===== config.mk =====
export PLATFORM = sky130hd
export DESIGN_NAME = ctrlUnit
export DESIGN_NICKNAME = d
export VERILOG_FILES = /design/src/hdl/ctrlPkg.sv /design/src/hdl/ctrlUnit.sv /design/src/hdl/controlWordGen.sv /design/src/hdl/stepSequencer.sv /design/src/hdl/opDecode.sv
export SDC_FILE = /design/constraint.sdc
export NUM_CORES = 1
export LEC_CHECK = 0
export BUFFER_PORTS_ARGS = -buffer_cell sky130_fd_sc_hd__buf_4
export CORE_UTILIZATION = 36
export DETAILED_ROUTE_END_ITERATION = 16
export PLACE_DENSITY = 0.76
export SLEW_MARGIN = 40
export SYNTH_ARGS = -nofsm -noshare
export SYNTH_HDL_FRONTEND = slang
export SYNTH_SLANG_ARGS = --single-unit
export TNS_END_PERCENT = 20

===== constraint.sdc =====
create_clock -name Clock -period 1.55 [get_ports Clock]
set_clock_uncertainty 0.15 [all_clocks]
set_input_delay 0.2325 -clock Clock [delete_from_list [all_inputs] [get_ports Clock]]
set_output_delay 0.2325 -clock Clock [all_outputs]
set_load 0.05 [all_outputs]

===== src/hdl/ctrlPkg.sv =====
package ctrlPkg;

	// --------------------------------------------------
	// Opcode field
	// --------------------------------------------------
	typedef logic [4:0] opcodeT;

	// Register to register ALU group
	localparam opcodeT OpAdd  = 5'b00011;
	localparam opcodeT OpSub  = 5'b00100;
	localparam opcodeT OpShr  = 5'b00101;
	localparam opcodeT OpShra = 5'b00110;
	localparam opcodeT OpShl  = 5'b00111;
	localparam opcodeT OpRor  = 5'b01000;
	localparam opcodeT OpRol  = 5'b01001;
	localparam opcodeT OpAnd  = 5'b01010;
	localparam opcodeT OpOr   = 5'b01011;
	// Immediate group
	localparam opcodeT OpAddi = 5'b01100;
	localparam opcodeT OpAndi = 5'b01101;
	localparam opcodeT OpOri  = 5'b01110;
	// Unary, branch and misc
	localparam opcodeT OpNeg  = 5'b10001;
	localparam opcodeT OpNot  = 5'b10010;
	localparam opcodeT OpBr   = 5'b10011;
	localparam opcodeT OpNop  = 5'b11010;
	localparam opcodeT OpHalt = 5'b11011;

	// --------------------------------------------------
	// Decoded instruction
	// --------------------------------------------------
	typedef logic [2:0] instrClassT;

	localparam instrClassT ClassAlu    = 3'd0;
	localparam instrClassT ClassImm    = 3'd1;
	localparam instrClassT ClassUnary  = 3'd2;
	localparam instrClassT ClassBranch = 3'd3;
	localparam instrClassT ClassNop    = 3'd4;
	localparam instrClassT ClassHalt   = 3'd5;

	typedef logic [3:0] aluOpT;

	localparam aluOpT AluNone = 4'd0;
	localparam aluOpT AluAdd  = 4'd1;
	localparam aluOpT AluSub  = 4'd2;
	localparam aluOpT AluAnd  = 4'd3;
	localparam aluOpT AluOr   = 4'd4;
	localparam aluOpT AluShr  = 4'd5;
	localparam aluOpT AluShra = 4'd6;
	localparam aluOpT AluShl  = 4'd7;
	localparam aluOpT AluRor  = 4'd8;
	localparam aluOpT AluRol  = 4'd9;
	localparam aluOpT AluNeg  = 4'd10;
	localparam aluOpT AluNot  = 4'd11;

	typedef struct packed {
		instrClassT instrClass;
		aluOpT      aluOp;
	} decodedT;

	// Timing steps, one clock each
	typedef enum logic [3:0] {
		StepReset,
		StepFetch0,
		StepFetch1,
		StepFetch2,
		StepExec3,
		StepExec4,
		StepExec5,
		StepExec6,
		StepHalted
	} stepT;

	// --------------------------------------------------
	// Control word
	// --------------------------------------------------
	// Register field selects, gra in the top bit
	typedef logic [2:0] regSelT;

	localparam regSelT SelGra = 3'b100;
	localparam regSelT SelGrb = 3'b010;
	localparam regSelT SelGrc = 3'b001;

	// Bus drivers
	typedef struct packed {
		logic pcOut;
		logic mdrOut;
		logic zLowOut;
		logic regOut;
		logic cSignOut;
	} busOutT;

	// Register load enables
	typedef struct packed {
		logic pcIn;
		logic irIn;
		logic marIn;
		logic mdrIn;
		logic yIn;
		logic zLowIn;
		logic regIn;
		logic conIn;
	} latchInT;

	typedef struct packed {
		busOutT  busOut;
		latchInT latchIn;
		regSelT  regSel;
		aluOpT   aluOp;
		logic    incPc;
		logic    mdRead;
	} controlWordT;

endpackage

===== src/hdl/ctrlUnit.sv =====
`timescale 1ns/1ns

module ctrlUnit #(
	parameter int InstrWidth = 32
) (
	input  logic                  Clock,
	input  logic                  Reset,
	input  logic [InstrWidth-1:0] instrReg,
	input  logic                  conFf,
	output ctrlPkg::controlWordT  control,
	output logic                  run,
	output logic                  clear
);

	// Decoded opcode and current timing step
	ctrlPkg::decodedT decoded;
	ctrlPkg::stepT    step;

	opDecode #(
		.InstrWidth(InstrWidth)
	) decode (
		.instrReg(instrReg),
		.decoded (decoded)
	);

	// Owns instruction length
	stepSequencer sequencer (
		.Clock  (Clock),
		.Reset  (Reset),
		.decoded(decoded),
		.step   (step),
		.run    (run),
		.clear  (clear)
	);

	// Strobes for the datapath
	controlWordGen wordGen (
		.step   (step),
		.decoded(decoded),
		.conFf  (conFf),
		.control(control)
	);

endmodule


===== src/hdl/controlWordGen.sv =====
`timescale 1ns/1ns

module controlWordGen (
	input  ctrlPkg::stepT        step,
	input  ctrlPkg::decodedT     decoded,
	input  logic                 conFf,
	output ctrlPkg::controlWordT control
);

	always_comb begin
		// Idle word, also for reset and halted steps
		control = '0;
		case (step)
			// --------------------------------------------------
			// Fetch
			// --------------------------------------------------
			// PC to MAR, PC plus one into Z
			ctrlPkg::StepFetch0: begin
				control.busOut.pcOut = 1'b1;
				control.latchIn.marIn = 1'b1;
				control.incPc = 1'b1;
				control.latchIn.zLowIn = 1'b1;
			end
			// Incremented PC back, memory read into MDR
			ctrlPkg::StepFetch1: begin
				control.busOut.zLowOut = 1'b1;
				control.latchIn.pcIn = 1'b1;
				control.mdRead = 1'b1;
				control.latchIn.mdrIn = 1'b1;
			end
			ctrlPkg::StepFetch2: begin
				control.busOut.mdrOut = 1'b1;
				control.latchIn.irIn = 1'b1;
			end
			// --------------------------------------------------
			// Execute
			// --------------------------------------------------
			ctrlPkg::StepExec3: begin
				case (decoded.instrClass)
					// First operand Rb into Y
					ctrlPkg::ClassAlu, ctrlPkg::ClassImm: begin
						control.regSel = ctrlPkg::SelGrb;
						control.busOut.regOut = 1'b1;
						control.latchIn.yIn = 1'b1;
					end
					// Rb straight through the ALU
					ctrlPkg::ClassUnary: begin
						control.regSel = ctrlPkg::SelGrb;
						control.busOut.regOut = 1'b1;
						control.latchIn.zLowIn = 1'b1;
						control.aluOp = decoded.aluOp;
					end
					// Ra to the condition logic
					ctrlPkg::ClassBranch: begin
						control.regSel = ctrlPkg::SelGra;
						control.busOut.regOut = 1'b1;
						control.latchIn.conIn = 1'b1;
					end
					default: ;
				endcase
			end
			ctrlPkg::StepExec4: begin
				case (decoded.instrClass)
					ctrlPkg::ClassAlu: begin
						control.regSel = ctrlPkg::SelGrc;
						control.busOut.regOut = 1'b1;
						control.latchIn.zLowIn = 1'b1;
						control.aluOp = decoded.aluOp;
					end
					// Sign extended constant as second operand
					ctrlPkg::ClassImm: begin
						control.busOut.cSignOut = 1'b1;
						control.latchIn.zLowIn = 1'b1;
						control.aluOp = decoded.aluOp;
					end
					// Unary result into Ra
					ctrlPkg::ClassUnary: begin
						control.busOut.zLowOut = 1'b1;
						control.regSel = ctrlPkg::SelGra;
						control.latchIn.regIn = 1'b1;
					end
					// PC into Y for the target add
					ctrlPkg::ClassBranch: begin
						control.busOut.pcOut = 1'b1;
						control.latchIn.yIn = 1'b1;
					end
					default: ;
				endcase
			end
			ctrlPkg::StepExec5: begin
				case (decoded.instrClass)
					// Write back into Ra
					ctrlPkg::ClassAlu, ctrlPkg::ClassImm: begin
						control.busOut.zLowOut = 1'b1;
						control.regSel = ctrlPkg::SelGra;
						control.latchIn.regIn = 1'b1;
					end
					// PC plus offset
					ctrlPkg::ClassBranch: begin
						control.busOut.cSignOut = 1'b1;
						control.latchIn.zLowIn = 1'b1;
						control.aluOp = ctrlPkg::AluAdd;
					end
					default: ;
				endcase
			end
			// Target loads into PC only when taken
			ctrlPkg::StepExec6: begin
				if (decoded.instrClass == ctrlPkg::ClassBranch) begin
					control.busOut.zLowOut = 1'b1;
					control.latchIn.pcIn = conFf;
				end
			end
			default: ;
		endcase
	end

endmodule


===== src/hdl/stepSequencer.sv =====
`timescale 1ns/1ns

module stepSequencer (
	input  logic             Clock,
	input  logic             Reset,
	input  ctrlPkg::decodedT decoded,
	output ctrlPkg::stepT    step,
	output logic             run,
	output logic             clear
);

	ctrlPkg::stepT nextStep;

	// --------------------------------------------------
	// Step register
	// --------------------------------------------------
	always_ff @(posedge Clock, posedge Reset) begin
		if (Reset) begin
			step <= ctrlPkg::StepReset;
		end else begin
			step <= nextStep;
		end
	end

	// --------------------------------------------------
	// Next step
	// --------------------------------------------------
	always_comb begin
		nextStep = ctrlPkg::StepReset;
		case (step)
			ctrlPkg::StepReset: nextStep = ctrlPkg::StepFetch0;
			// Fetch is the same for every instruction
			ctrlPkg::StepFetch0: nextStep = ctrlPkg::StepFetch1;
			ctrlPkg::StepFetch1: nextStep = ctrlPkg::StepFetch2;
			ctrlPkg::StepFetch2: nextStep = ctrlPkg::StepExec3;
			// Nop and halt end after one execute step
			ctrlPkg::StepExec3: begin
				case (decoded.instrClass)
					ctrlPkg::ClassNop: nextStep = ctrlPkg::StepFetch0;
					ctrlPkg::ClassHalt: nextStep = ctrlPkg::StepHalted;
					default: nextStep = ctrlPkg::StepExec4;
				endcase
			end
			// Unary writes back in Exec4
			ctrlPkg::StepExec4: begin
				if (decoded.instrClass == ctrlPkg::ClassUnary) begin
					nextStep = ctrlPkg::StepFetch0;
				end else begin
					nextStep = ctrlPkg::StepExec5;
				end
			end
			// Only branch needs a fourth execute step
			ctrlPkg::StepExec5: begin
				if (decoded.instrClass == ctrlPkg::ClassBranch) begin
					nextStep = ctrlPkg::StepExec6;
				end else begin
					nextStep = ctrlPkg::StepFetch0;
				end
			end
			ctrlPkg::StepExec6: nextStep = ctrlPkg::StepFetch0;
			// Stuck here until the next reset
			ctrlPkg::StepHalted: nextStep = ctrlPkg::StepHalted;
			default: nextStep = ctrlPkg::StepReset;
		endcase
	end

	// --------------------------------------------------
	// Status outputs
	// --------------------------------------------------
	// Clear pulses for the reset step only
	assign clear = (step == ctrlPkg::StepReset);
	assign run = (step != ctrlPkg::StepHalted);

endmodule


===== src/hdl/opDecode.sv =====
`timescale 1ns/1ns

module opDecode #(
	parameter int InstrWidth = 32
) (
	input  logic [InstrWidth-1:0] instrReg,
	output ctrlPkg::decodedT      decoded
);

	// Opcode sits in the top five bits
	ctrlPkg::opcodeT opcode;

	assign opcode = instrReg[InstrWidth-1 -: 5];

	// --------------------------------------------------
	// Opcode lookup
	// --------------------------------------------------
	always_comb begin
		// Anything unlisted falls through as a nop
		decoded.instrClass = ctrlPkg::ClassNop;
		decoded.aluOp = ctrlPkg::AluNone;
		case (opcode)
			// Two register operands
			ctrlPkg::OpAdd: begin
				decoded.instrClass = ctrlPkg::ClassAlu;
				decoded.aluOp = ctrlPkg::AluAdd;
			end
			ctrlPkg::OpSub: begin
				decoded.instrClass = ctrlPkg::ClassAlu;
				decoded.aluOp = ctrlPkg::AluSub;
			end
			ctrlPkg::OpShr: begin
				decoded.instrClass = ctrlPkg::ClassAlu;
				decoded.aluOp = ctrlPkg::AluShr;
			end
			ctrlPkg::OpShra: begin
				decoded.instrClass = ctrlPkg::ClassAlu;
				decoded.aluOp = ctrlPkg::AluShra;
			end
			ctrlPkg::OpShl: begin
				decoded.instrClass = ctrlPkg::ClassAlu;
				decoded.aluOp = ctrlPkg::AluShl;
			end
			ctrlPkg::OpRor: begin
				decoded.instrClass = ctrlPkg::ClassAlu;
				decoded.aluOp = ctrlPkg::AluRor;
			end
			ctrlPkg::OpRol: begin
				decoded.instrClass = ctrlPkg::ClassAlu;
				decoded.aluOp = ctrlPkg::AluRol;
			end
			ctrlPkg::OpAnd: begin
				decoded.instrClass = ctrlPkg::ClassAlu;
				decoded.aluOp = ctrlPkg::AluAnd;
			end
			ctrlPkg::OpOr: begin
				decoded.instrClass = ctrlPkg::ClassAlu;
				decoded.aluOp = ctrlPkg::AluOr;
			end
			// Constant from the C field
			ctrlPkg::OpAddi: begin
				decoded.instrClass = ctrlPkg::ClassImm;
				decoded.aluOp = ctrlPkg::AluAdd;
			end
			ctrlPkg::OpAndi: begin
				decoded.instrClass = ctrlPkg::ClassImm;
				decoded.aluOp = ctrlPkg::AluAnd;
			end
			ctrlPkg::OpOri: begin
				decoded.instrClass = ctrlPkg::ClassImm;
				decoded.aluOp = ctrlPkg::AluOr;
			end
			// Single source operand
			ctrlPkg::OpNeg: begin
				decoded.instrClass = ctrlPkg::ClassUnary;
				decoded.aluOp = ctrlPkg::AluNeg;
			end
			ctrlPkg::OpNot: begin
				decoded.instrClass = ctrlPkg::ClassUnary;
				decoded.aluOp = ctrlPkg::AluNot;
			end
			// Branch adds its offset in Exec5, not here
			ctrlPkg::OpBr: decoded.instrClass = ctrlPkg::ClassBranch;
			ctrlPkg::OpNop: decoded.instrClass = ctrlPkg::ClassNop;
			ctrlPkg::OpHalt: decoded.instrClass = ctrlPkg::ClassHalt;
			default: ;
		endcase
	end

endmodule


==> summary.log, run 1 <==
INFO  status         run_status=finished, violations left
INFO  status         failing_checks=negative setup slack
INFO  placed_design  port_buffers=31
INFO  route          route.final.wire_length=3120µm
INFO  power          power.density_cell_area=1460mW/mm²
INFO  timing         final_critical_path_setup_slack=-0.485ns
INFO  layout         final_area=0.00164mm²
INFO  route          remaining_drc_errors=0
INFO  placed_design  place_inst=205
INFO  synthesis      synth-seq-area-share=12.9%
INFO  timing         rsz0062_at_grt=yes
INFO  job            cap_violations=0
INFO  timing         timing.fmax=492MHz
INFO  critical_path  critical_path.cell_chain=buf_4, buf_4, and2b_2, nor3b_4, buf_4
INFO  layout         largest_register_ffs=4
INFO  critical_path  cpMostUsedCell=sky130_fd_sc_hd__buf_4
INFO  critical_path  timing.reg2reg.worst_path_depth=5
INFO  global_route   global_route.overflow_total=0
INFO  power          report.power.total=2.40mW
INFO  timing         slew_headroom=80.6%
INFO  timing         fin_crit_sh=131%
INFO  power          static_power_due_to_leakage=0.723nW
INFO  timing         report.final.slew_viol_count=0
INFO  layout         antenna_cells=0
INFO  layout         area_growth_syn_to_layout=111%
INFO  global_route   first_global_vias=1,092
INFO  layout         top_register=sequencer.step
INFO  hold_path      worstHoldPathType=primary input to asynchronous set/reset pin
INFO  layout         nNetsFinal=224
INFO  critical_path  crit_buf_inv=3
INFO  synthesis      ys_seq_elements=4
INFO  synthesis      ys_types=38
INFO  critical_path  timing.rr.start=sequencer.step[3]
INFO  critical_path  cpPeakStageDelay=0.44ns
INFO  synthesis      postSynthCellCount=120
INFO  floorplan      core_area=0.00200mm²
INFO  timing         setup-violations-final=24
INFO  layout         mostFrequentLayoutCell=sky130_fd_sc_hd__buf_4
INFO  synthesis      synth.top_cell.area_share=12.9%
INFO  route          dr.first_iter.drc_count=43
INFO  synthesis      postSynthNetCount=155
INFO  layout         share_of_final_layout_standard_cells_stronger_than_drive_strength_1=64.7%
INFO  layout         reg_top3=sequencer.step: 4 flops
INFO  synthesis      synth-warning-count=0
INFO  critical_path  arrival=1.65ns
INFO  clock_network  tritoncts=built
INFO  floorplan      floorplan.initialDensity=38.8%
INFO  placed_design  gp_routability_congestion=0.884
INFO  critical_path  cp_top_family=buffers and inverters
INFO  clock_network  clock_tree_sinks=4
INFO  critical_path  setup.worst_path.end_class=output pin
INFO  synthesis      netlist_area=777µm²
INFO  floorplan      die-area=0.00235mm²
INFO  clock_network  cts_made_buffers=3
INFO  clock_network  clk-insertion-delay-late=0.23ns
INFO  critical_path  cp-start-kind=flip-flop
INFO  floorplan      rows=16
INFO  floorplan      die-width=48.5µm
INFO  floorplan      die_h=48.5µm
INFO  route          routed_via_density=5.36
INFO  critical_path  crit_required=1.17ns
INFO  route          route.detailed.wl_per_inst=14.6µm
INFO  timing         final-hold-violation-count=0
INFO  placed_design  post_dp_cell_area=0.00140mm²
INFO  critical_path  reg2reg_setup_slack=0ns
INFO  route          drt_first_pass_iters=4
INFO  global_route   grt_antenna_before_repair=0
INFO  synthesis      yosys.area.top_type=sky130_fd_sc_hd__dfrtp_1
INFO  global_route   grt_max_degree=11
INFO  global_route   global_route.usage.total=26.6%
INFO  placed_design  hpwlAfterDp=2190µm
INFO  synthesis      synth.area.top_cells=sky130_fd_sc_hd__dfrtp_1, sky130_fd_sc_hd__nor2_1, sky130_fd_sc_hd__a21oi_1
INFO  critical_path  timing.critical_path.slowest_stage_cell=sky130_fd_sc_hd__dfrtp_2
INFO  critical_path  reg_to_reg_endpoint=sequencer.step[2]
INFO  route          ant_nets=0
INFO  clock_network  clock_tree.root_cell=sky130_fd_sc_hd__clkbuf_4
INFO  timing         tightestPinTransition=0.291ns
INFO  critical_path  crit_type=flip-flop to output pin
INFO  clock_network  clk_pin_slew=0.04ns
INFO  global_route   grt_first_pass_wirelength=4970µm
INFO  timing         period_needed=2.03ns
INFO  critical_path  crit_path_max_fanout=6
INFO  power          ir_worst_vdd=1.71mV
INFO  layout         fill_cell_count=118
INFO  route          dr_total_vias=1,146
INFO  clock_network  maximum_level_of_the_cts_h_tree=1
INFO  floorplan      io_pins=59
INFO  layout         layoutNonFillerInstCount=214
INFO  layout         layout_common_cells=sky130_fd_sc_hd__buf_4, sky130_fd_sc_hd__buf_6, sky130_fd_sc_hd__nor2_2, sky130_fd_sc_hd__a21oi_1, sky130_fd_sc_hd__nor2_1
INFO  synthesis      syn_area_per_cell=6.47µm²
INFO  clock_network  cts_buffer_depth=2
-- power breakdown --
group / switching, mW / total [mW] / leakage (nW) / internal (mW)
Combinational: 1.22 / 2.09 / 0.660 / 0.875
Clock: 0.0404 / 0.127 / 0.0138 / 0.0864
Sequential: 0.0395 / 0.179 / 0.0492 / 0.140
Total: 1.30 / 2.40 / 0.723 / 1.10
-- synth_stat cells --
| master | n |
|---|---|
| sky130_fd_sc_hd__or2b_2 | 1 |
| sky130_fd_sc_hd__or3b_1 | 1 |
| sky130_fd_sc_hd__nor2b_1 | 3 |
| sky130_fd_sc_hd__o211ai_1 | 1 |
| sky130_fd_sc_hd__nor3_2 | 1 |
| sky130_fd_sc_hd__and3_1 | 1 |
| sky130_fd_sc_hd__a211oi_2 | 2 |
| sky130_fd_sc_hd__clkbuf_8 | 1 |
| sky130_fd_sc_hd__nand3_1 | 4 |
| sky130_fd_sc_hd__and3_2 | 1 |
| sky130_fd_sc_hd__buf_2 | 4 |
| sky130_fd_sc_hd__a32oi_1 | 1 |
| sky130_fd_sc_hd__dfrtp_1 | 4 |
| sky130_fd_sc_hd__nor2_2 | 1 |
| sky130_fd_sc_hd__nor3_1 | 8 |
| sky130_fd_sc_hd__nor2_1 | 21 |
| sky130_fd_sc_hd__a21o_1 | 1 |
| sky130_fd_sc_hd__clkbuf_1 | 2 |
| sky130_fd_sc_hd__nand2b_1 | 4 |
| sky130_fd_sc_hd__and2b_2 | 3 |
| sky130_fd_sc_hd__a31o_1 | 1 |
| sky130_fd_sc_hd__nand3b_1 | 2 |
| sky130_fd_sc_hd__o21ai_0 | 7 |
| sky130_fd_sc_hd__o21ai_1 | 1 |
| sky130_fd_sc_hd__a31oi_1 | 2 |
| sky130_fd_sc_hd__and2b_1 | 1 |
| sky130_fd_sc_hd__a211oi_1 | 1 |
| sky130_fd_sc_hd__buf_4 | 3 |
| sky130_fd_sc_hd__a22oi_1 | 2 |
| sky130_fd_sc_hd__nand2_1 | 9 |
| sky130_fd_sc_hd__inv_1 | 4 |
| sky130_fd_sc_hd__a21oi_1 | 11 |
| sky130_fd_sc_hd__nand4_1 | 2 |
| sky130_fd_sc_hd__a21boi_0 | 1 |
| sky130_fd_sc_hd__xor2_2 | 1 |
| sky130_fd_sc_hd__nor4_1 | 2 |
| sky130_fd_sc_hd__buf_6 | 3 |
| sky130_fd_sc_hd__nor3b_1 | 2 |
-- layer usage --
layer | track usage [%] | part of all wire, % | routed length (µm) | vias to the layer above
met3 | 0 | 3.9 | 120 | 4
met4 | 10.3 | 1.1 | 34 | 0
met5 | 0 | 0 | 0 | -
met1 | 34.3 | 41 | 1270 | 546
met2 | 47.7 | 54 | 1700 | 46
li1 | - | - | - | 550
-- cell families (layout without fill, tap and decap cells) --
logic type / after synthesis / after routing / share of synthesized area (%)
simple gates: 67 / 67 / 45.4
buf+inv: 17 / 84 / 14.5
compound gates: 31 / 31 / 25.1
flops: 4 / 4 / 12.9
xor+xnor: 1 / 1 / 2.09
-- cell type report --
cell class	instances	area, µm²	share of cell area (%)
tap	27	33.8	2.06
inverter	4	15.0	0.917
multi-input combinational	99	763	46.6
timing repair buffer	77	702	42.9
clock buffer	3	22.5	1.38
sequential	4	101	6.19
-- how the worst max path moves through the flow --
stage | end | cells after the start | from | slack, ns
finish | control[13] | 5 | sequencer.step[0] | -0.48
detailed placement | control[8] | 8 | instrReg[28] | -0.42
floorplan | control[4] | 5 | sequencer.step[1] | -0.42
global route | control[4] | 6 | sequencer.step[0] | -0.56
global placement | control[8] | 8 | instrReg[28] | -0.42
CTS | control[11] | 7 | sequencer.step[0] | -0.51
-- worst register-to-register path: stages, from the launching register on --
cell                       delay [ns]
sky130_fd_sc_hd__dfrtp_1         0.37
sky130_fd_sc_hd__nand2b_4        0.17
sky130_fd_sc_hd__nor4_2          0.28
sky130_fd_sc_hd__nand3_2         0.21
sky130_fd_sc_hd__buf_4           0.19
sky130_fd_sc_hd__o211ai_1        0.10
-- what timing repair did --
action | CTS | global route
gates resized for setup | 33 | 14
pin swaps | 11 | 6
endpoints found under the setup margin | 25 | 27
endpoints found under the hold margin | 4 | 0
hold buffers | 1 | 0
setup buffers | 4 | 1
cloned | 0 | 0
-- per-stage QoR --
step | util [%] | hold slack [ns] | TNS [ns] | setup slack, ns
floorplan | - | -0.151 | -5.72 | -0.423
global placement | 69.9 | -0.0316 | -5.51 | -0.420
detailed placement | 69.9 | -0.0236 | -6.25 | -0.425
CTS | 79.0 | 0.273 | -8.48 | -0.505
global route | 81.8 | 0.326 | -10.84 | -0.557
finish | 81.8 | 0.292 | -9.07 | -0.485
Note: power is estimated with default switching activity, not from simulation.
==> run 2: changes to the inputs <==
--- a/config.mk
+++ b/config.mk
@@ -6,9 +6,11 @@
 export NUM_CORES = 1
 export LEC_CHECK = 0
 export BUFFER_PORTS_ARGS = -buffer_cell sky130_fd_sc_hd__buf_4
-export CORE_UTILIZATION = 36
+export CORE_UTILIZATION = 37
+export CTS_BUF_LIST = sky130_fd_sc_hd__clkbuf_2
 export DETAILED_ROUTE_END_ITERATION = 16
-export PLACE_DENSITY = 0.76
+export PLACE_DENSITY = 0.78
+export SKIP_LAST_GASP = 1
 export SLEW_MARGIN = 40
 export SYNTH_ARGS = -nofsm -noshare
 export SYNTH_HDL_FRONTEND = slang
==> run 2 against run 1 <==
Net effect:
- the run still ends with negative setup slack left
- maximum frequency down 1.6%
- sequential share of layout area up 0.63 points
- core utilization down 5.2 points
- setup slack worse by 0.032 ns
- power down 13%
- non-clock buffer count down 2
- clock-buffer cell count unchanged
- critical endpoint is now control[8]
==> summary.log, run 2 (synthesis gave the netlist of run 1 again) <==
INFO  layout         nNetsFinal=222 [was 224]
INFO  global_route   grt_max_degree=11 [unchanged]
INFO  timing         slew_headroom=75.3% [was 80.6%]
INFO  critical_path  cpPeakStageDelay=0.46ns [was 0.44 ns]
INFO  critical_path  crit_required=1.17ns [about the same]
INFO  floorplan      die-area=0.00229mm² [was 0.00235 mm²]
INFO  global_route   global_route.overflow_total=0 [unchanged]
INFO  timing         final_critical_path_setup_slack=-0.517ns [was -0.485 ns]
INFO  power          ir_worst_vdd=0.792mV [was 1.71 mV]
INFO  floorplan      floorplan.initialDensity=39.6% [was 38.8%]
INFO  route          drt_first_pass_iters=4 [unchanged]
INFO  clock_network  clk_pin_slew=0.05ns [was 0.04 ns]
INFO  clock_network  clock_tree_sinks=4 [unchanged]
INFO  timing         period_needed=2.07ns [was 2.03 ns]
INFO  critical_path  cpMostUsedCell=sky130_fd_sc_hd__buf_4 [unchanged]
INFO  power          report.power.total=2.09mW [was 2.40 mW]
INFO  critical_path  timing.rr.start=sequencer.step[0] [was sequencer.step[3]]
INFO  route          routed_via_density=5.20 [was 5.36]
INFO  clock_network  cts_buffer_depth=2 [unchanged]
INFO  global_route   grt.met1_usage=27.7% [was 34.3%]
INFO  placed_design  preCtsSetupSlack=-0.387ns [was -0.425 ns]
INFO  route          route.final.wire_length=2820µm [was 3120 µm]
INFO  clock_network  tritoncts=built [unchanged]
INFO  route          remaining_drc_errors=0 [unchanged]
INFO  global_route   grt_first_pass_wirelength=3880µm [was 4970 µm]
INFO  floorplan      rows=16 [unchanged]
INFO  critical_path  crit_type=flip-flop to output pin [unchanged]
INFO  critical_path  crit_path_max_fanout=6 [unchanged]
INFO  route          dr.first_iter.drc_count=30 [was 43]
INFO  status         failing_checks=negative setup slack [unchanged]
INFO  layout         share_of_final_layout_standard_cells_stronger_than_drive_strength_1=59.5% [was 64.7%]
INFO  layout         mostFrequentLayoutCell=sky130_fd_sc_hd__buf_4 [unchanged]
INFO  route          dr_total_vias=1,102 [was 1,146]
INFO  critical_path  cp-start-kind=flip-flop [unchanged]
INFO  layout         layout_common_cells=sky130_fd_sc_hd__buf_4, sky130_fd_sc_hd__nor2_1, sky130_fd_sc_hd__a21oi_1, sky130_fd_sc_hd__buf_6, sky130_fd_sc_hd__nand2_1 [was sky130_fd_sc_hd__buf_4, sky130_fd_sc_hd__buf_6, sky130_fd_sc_hd__nor2_2, sky130_fd_sc_hd__a21oi_1, sky130_fd_sc_hd__nor2_1]
INFO  status         run_status=finished, violations left [unchanged]
INFO  route          ant_nets=0 [unchanged]
INFO  layout         fill_cell_count=158 [was 118]
INFO  layout         area_growth_syn_to_layout=93.6% [was 111%]
INFO  critical_path  timing.critical_path.slowest_stage_cell=sky130_fd_sc_hd__dfrtp_2 [unchanged]
INFO  critical_path  critical_path.cell_chain=buf_4, buf_4, nor3b_2, a32oi_1, buf_4, o21ai_2, buf_6 [was buf_4, buf_4, and2b_2, nor3b_4, buf_4]
INFO  placed_design  gp_routability_congestion=0.862 [was 0.884]
INFO  timing         setup-violations-final=25 [was 24]
INFO  floorplan      die-width=47.8µm [was 48.5 µm]
INFO  floorplan      io_pins=59 [unchanged]
INFO  clock_network  clock_tree.root_cell=sky130_fd_sc_hd__clkbuf_2 [was sky130_fd_sc_hd__clkbuf_4]
INFO  critical_path  setup.worst_path.end_class=output pin [unchanged]
INFO  job            cap_violations=0 [unchanged]
INFO  clock_network  cts_made_buffers=3 [unchanged]
INFO  floorplan      die_h=47.8µm [was 48.5 µm]
INFO  placed_design  port_buffers=31 [unchanged]
INFO  global_route   grt_util_met3=3.02% [was 0%]
INFO  layout         top_register=sequencer.step [unchanged]
INFO  hold_path      worstHoldPathType=primary input to asynchronous set/reset pin [unchanged]
INFO  power          static_power_due_to_leakage=0.690nW [was 0.723 nW]
INFO  critical_path  arrival=1.68ns [was 1.65 ns]
INFO  timing         tightestPinTransition=0.367ns [was 0.291 ns]
INFO  global_route   first_global_vias=945 [was 1,092]
INFO  global_route   grt_antenna_before_repair=0 [unchanged]
INFO  power          power.density_cell_area=1390mW/mm² [was 1460 mW/mm²]
INFO  global_route   global_route.usage.total=23.9% [was 26.6%]
INFO  floorplan      core_area=0.00196mm² [was 0.00200 mm²]
INFO  timing         fin_crit_sh=133% [was 131%]
INFO  critical_path  cp-startpoint=sequencer.step[0] [unchanged]
INFO  timing         hold-worst-slack=0.315ns [was 0.292 ns]
INFO  placed_design  hpwlAfterDp=2170µm [was 2190 µm]
INFO  global_route   grt_util_met2=44.9% [was 47.7%]
INFO  global_route   busiest_metal_layer_after_global_routing=met2 [unchanged]
INFO  timing         report.final.slew_viol_count=0 [unchanged]
INFO  timing         final-hold-violation-count=0 [unchanged]
INFO  clock_network  maximum_level_of_the_cts_h_tree=1 [unchanged]
INFO  layout         largest_register_ffs=4 [unchanged]
INFO  layout         antenna_cells=0 [unchanged]
INFO  clock_network  clk-insertion-delay-late=0.21ns [was 0.23 ns]
INFO  timing         rsz0062_at_grt=yes [unchanged]
INFO  timing         timing.fmax=484MHz [was 492 MHz]
INFO  route          route.detailed.wl_per_inst=13.3µm [was 14.6 µm]
INFO  layout         reg_top3=sequencer.step: 4 flops [unchanged]
## run 2: through the flow
step | util (%) | cell area, µm² | std cells | setup TNS [ns]
after global placement | 72.1 | 1410 | 207 | -4.75
final | 76.7 | 1500 | 212 | -9.12
after CTS | 74.9 | 1470 | 211 | -8.34
after detailed placement | 72.1 | 1410 | 207 | -5.27
after floorplan | - | 958 | 120 | -5.72
after global routing | 76.7 | 1500 | 212 | -10.83
## run 2: report_power, final
group          internal, mW  switching [mW]  leakage (nW)
Combinational         0.702            1.11         0.630
Clock                0.0520          0.0418        0.0125
Sequential            0.142          0.0481        0.0480
Total                 0.896            1.20         0.690
## run 2: routing by layer
metal	share of wire, %	vias to the layer above	wire length (µm)
met1	41	517	1170
met3	3.9	3	109
met4	0.64	0	18
met5	0	-	0
li1	-	548	-
met2	54	34	1530
## run 2: path summary, 6_finish.rpt
| check | endpoint | slack [ns] | cells after the start |
|---|---|---|---|
| worst min register to register | sequencer.step[1] | 0.51 | 2 |
| worst min-delay path | sequencer.step[2] | 0.31 | 3 |
| worst max register to register | sequencer.step[2] | -0.06 | 5 |
| max in group asynchronous | sequencer.step[1] | 0.76 | 3 |
| min in group Clock | sequencer.step[3] | 0.40 | 5 |
| worst max-delay path | control[8] | -0.52 | 7 |
## run 2: what timing repair did
item | in CTS | in global routing
endpoints found under the setup margin | 25 | 25
resized for setup | 8 | 7
gates cloned | 0 | 0
setup buffers | 0 | 1
pin swaps | 8 | 5
hold endpoints to repair | 4 | 0
hold buffers | 1 | 0
## run 2: layout make-up
type | count | area (µm²) | area share, %
Timing Repair Buffer | 75 | 612 | 40.7
Inverter | 4 | 15.0 | 0.998
Sequential cell | 4 | 103 | 6.82
Tap cell | 27 | 33.8 | 2.25
Clock buffer | 3 | 15.0 | 0.998
Multi-Input combinational cell | 99 | 726 | 48.3
## run 2: worst max-delay path: cells and delay by family, from the launching register on
| family | cells | cell delay [ns] |
|---|---|---|
| buffers and inverters | 4 | 0.63 |
| AO/OA/AOI/OAI | 2 | 0.17 |
| AND/OR/NAND/NOR | 1 | 0.21 |
| flip-flops | 1 | 0.46 |
==> run 3: changes to the inputs <==
--- a/config.mk
+++ b/config.mk
@@ -10,6 +10,7 @@
 export CTS_BUF_LIST = sky130_fd_sc_hd__clkbuf_2
 export DETAILED_ROUTE_END_ITERATION = 16
 export PLACE_DENSITY = 0.78
+export RECOVER_POWER = 25
 export SKIP_LAST_GASP = 1
 export SLEW_MARGIN = 40
 export SYNTH_ARGS = -nofsm -noshare
==> run 3 against run 2 <==
Net effect:
- the flow still finishes with violations (negative setup slack)
- first-iteration DRC count is the same
- non-clock buffer count did not move
- global-route usage unchanged
- cell area unchanged
- via count is the same
- sequential power barely moved
- hold slack got worse by 0.00058 ns
- register-to-register slack is essentially flat
- critical endpoint unchanged
==> summary.log, run 3 (synthesis gave the netlist of run 1 again) <==
INFO  critical_path  crit_required=1.17ns [about the same]
INFO  status         run_status=finished, violations left [unchanged]
INFO  power          share_of_total_power_consumed_by_net_switching=57.2% [about the same]
INFO  clock_network  tritoncts=built [unchanged]
INFO  critical_path  timing.critical_path.slowest_stage_cell=sky130_fd_sc_hd__dfrtp_2 [unchanged]
INFO  layout         nNetsFinal=222 [unchanged]
INFO  power          clockPowerShare=4.5% [about the same]
INFO  route          dr_total_vias=1,102 [unchanged]
INFO  power          pwr-share-comb=86.4% [about the same]
INFO  clock_network  maximum_level_of_the_cts_h_tree=1 [unchanged]
INFO  critical_path  reg_to_reg_endpoint=sequencer.step[2] [unchanged]
INFO  global_route   first_global_vias=945 [unchanged]
INFO  timing         fin_crit_sh=133% [about the same]
INFO  timing         report.final.slew_viol_count=0 [unchanged]
INFO  timing         tightestPinTransition=0.367ns [unchanged]
INFO  route          dr.first_iter.drc_count=30 [unchanged]
INFO  layout         top_register=sequencer.step [unchanged]
INFO  layout         largest_register_ffs=4 [unchanged]
INFO  layout         antenna_cells=0 [unchanged]
INFO  timing         setup-violations-final=25 [unchanged]
INFO  critical_path  crit_type=flip-flop to output pin [unchanged]
INFO  critical_path  timing.reg2reg.worst_path_depth=5 [unchanged]
INFO  critical_path  setup.worst_path.end_class=output pin [unchanged]
INFO  global_route   grt_max_degree=11 [unchanged]
INFO  layout         area_growth_syn_to_layout=93.6% [unchanged]
INFO  critical_path  critical_path.cell_chain=buf_4, buf_4, nor3b_2, a32oi_1, buf_4, o21ai_2, buf_6 [unchanged]
INFO  global_route   global_route.overflow_total=0 [unchanged]
INFO  timing         slew_headroom=75.3% [unchanged]
INFO  route          routed_via_density=5.20 [unchanged]
INFO  hold_path      worstHoldPathType=primary input to asynchronous set/reset pin [unchanged]
INFO  power          net_sw_power=1.20mW [about the same]
INFO  timing         period_needed=2.07ns [about the same]
INFO  route          remaining_drc_errors=0 [unchanged]
INFO  global_route   grt.met1_usage=27.7% [unchanged]
INFO  critical_path  crit_buf_inv=4 [unchanged]
INFO  route          drt_first_pass_iters=4 [unchanged]
INFO  critical_path  cp_top_family=buffers and inverters [unchanged]
INFO  route          ant_nets=0 [unchanged]
INFO  floorplan      die-area=0.00229mm² [unchanged]
INFO  placed_design  place_inst=207 [unchanged]
INFO  power          internal-power=896µW [about the same]
INFO  clock_network  clock_tree_sinks=4 [unchanged]
INFO  layout         reg_top3=sequencer.step: 4 flops [unchanged]
INFO  global_route   grt_util_met3=3.02% [unchanged]
INFO  power          power.density_cell_area=1390mW/mm² [about the same]
INFO  floorplan      rows=16 [unchanged]
INFO  global_route   grt_first_pass_wirelength=3880µm [unchanged]
INFO  critical_path  cp-start-kind=flip-flop [unchanged]
INFO  floorplan      io_pins=59 [unchanged]
INFO  power          static_power_due_to_leakage=0.690nW [about the same]
INFO  clock_network  clk_pin_slew=0.05ns [about the same]
INFO  global_route   global_route.usage.total=23.9% [unchanged]
INFO  floorplan      floorplan.initialDensity=39.6% [unchanged]
INFO  critical_path  cpMostUsedCell=sky130_fd_sc_hd__buf_4 [unchanged]
INFO  critical_path  crit_path_max_fanout=6 [unchanged]
INFO  route          route.detailed.wl_per_inst=13.3µm [unchanged]
INFO  clock_network  cts_buffer_depth=2 [unchanged]
INFO  timing         rsz0062_at_grt=yes [unchanged]
INFO  global_route   busiest_metal_layer_after_global_routing=met2 [unchanged]
INFO  placed_design  hpwlAfterDp=2170µm [unchanged]
INFO  placed_design  port_buffers=31 [unchanged]
INFO  clock_network  clk-insertion-delay-late=0.21ns [about the same]
INFO  clock_network  cts_made_buffers=3 [unchanged]
INFO  critical_path  reg2reg_setup_slack=-0.06ns [about the same]
INFO  timing         timing.fmax=484MHz [about the same]
INFO  critical_path  cpPeakStageDelay=0.46ns [about the same]
INFO  power          report.power.total=2.09mW [about the same]
INFO  floorplan      die-width=47.8µm [unchanged]
INFO  layout         mostFrequentLayoutCell=sky130_fd_sc_hd__buf_4 [unchanged]
INFO  job            cap_violations=0 [unchanged]
INFO  floorplan      die_h=47.8µm [unchanged]
INFO  route          route.final.wire_length=2820µm [unchanged]
INFO  layout         share_of_final_layout_standard_cells_stronger_than_drive_strength_1=59.5% [unchanged]
INFO  placed_design  post_dp_cell_area=0.00141mm² [unchanged]
INFO  power          ir_worst_vdd=0.792mV [unchanged]
INFO  placed_design  gp_routability_congestion=0.862 [unchanged]
INFO  global_route   grt_antenna_before_repair=0 [unchanged]
INFO  critical_path  arrival=1.68ns [about the same]
INFO  timing         final_critical_path_setup_slack=-0.517ns [about the same]
INFO  floorplan      core_area=0.00196mm² [unchanged]
INFO  layout         layout_common_cells=sky130_fd_sc_hd__buf_4, sky130_fd_sc_hd__nor2_1, sky130_fd_sc_hd__a21oi_1, sky130_fd_sc_hd__buf_6, sky130_fd_sc_hd__nand2_1 [unchanged]
INFO  status         failing_checks=negative setup slack [unchanged]
INFO  critical_path  timing.rr.start=sequencer.step[0] [unchanged]
INFO  clock_network  clock_tree.root_cell=sky130_fd_sc_hd__clkbuf_2 [unchanged]
INFO  power          sequential_power_share=9.1% [about the same]
INFO  global_route   grt_util_met2=44.9% [unchanged]
INFO  timing         final-hold-violation-count=0 [unchanged]
INFO  layout         final_area=0.00150mm² [unchanged]
INFO  layout         layoutNonFillerInstCount=212 [unchanged]
-- run 3: worst reg2reg max path: cells and delay by family (launching register included) --
family	cells	cell delay, ns
DFF	1	0.46
buffers and inverters	2	0.35
and+or+nand+nor	2	0.49
AOI/OAI and AO/OA	1	0.08
-- run 3: power groups by stage --
stage	Clock [mW]	Sequential, mW	Combinational (mW)
2_1_floorplan	0	0.163	1.29
3_3_place_gp	0	0.185	1.73
3_5_place_dp	0	0.183	1.75
4_1_cts	0.0975	0.186	1.79
5_1_grt	0.108	0.197	1.92
6_report	0.0938	0.190	1.81
-- run 3: how the worst max path moves through the flow --
stage                                  from     endpoint  slack [ns]  cells after the start
after detailed placement       instrReg[28]   control[4]       -0.39                      7
after floorplan           sequencer.step[1]   control[4]       -0.42                      5
final                     sequencer.step[0]   control[8]       -0.52                      7
after global placement         instrReg[28]   control[4]       -0.37                      7
after CTS                 sequencer.step[0]  control[11]       -0.49                      7
after global routing      sequencer.step[0]   control[5]       -0.57                      6
-- run 3: final cells by class --
| class | instances | area (µm²) |
|---|---|---|
| multi-input combinational | 99 | 726 |
| timing repair buffer | 75 | 612 |
| fill | 158 | 458 |
| sequential | 4 | 103 |
| tap | 27 | 33.8 |
| clock buffer | 3 | 15.0 |
| inverter | 4 | 15.0 |
-- run 3: repair_timing --
action,in CTS,in global routing
setup buffers,0,1
setup endpoints to repair,25,25
resized for setup,8,7
hold buffers,1,0
pin swaps,8,5
endpoints found under the hold margin,4,0
-- run 3: routing by layer --
| metal | part of all wire, % | vias up | routed length, µm |
|---|---|---|---|
| li1 | - | 548 | - |
| met1 | 41 | 517 | 1170 |
| met2 | 54 | 34 | 1530 |
| met3 | 3.9 | 3 | 109 |
| met4 | 0.64 | 0 | 18 |
| met5 | 0 | - | 0 |
-- run 3: per-stage QoR --
stage	TNS, ns	hold slack (ns)	utilization, %	setup WS [ns]
2_1_floorplan	-5.72	-0.151	-	-0.423
3_3_place_gp	-4.75	-0.0329	72.1	-0.371
3_5_place_dp	-5.27	-0.0226	72.1	-0.387
4_1_cts	-8.34	0.301	74.9	-0.487
5_1_grt	-10.83	0.307	76.7	-0.572
6_report	-9.11	0.314	76.7	-0.517
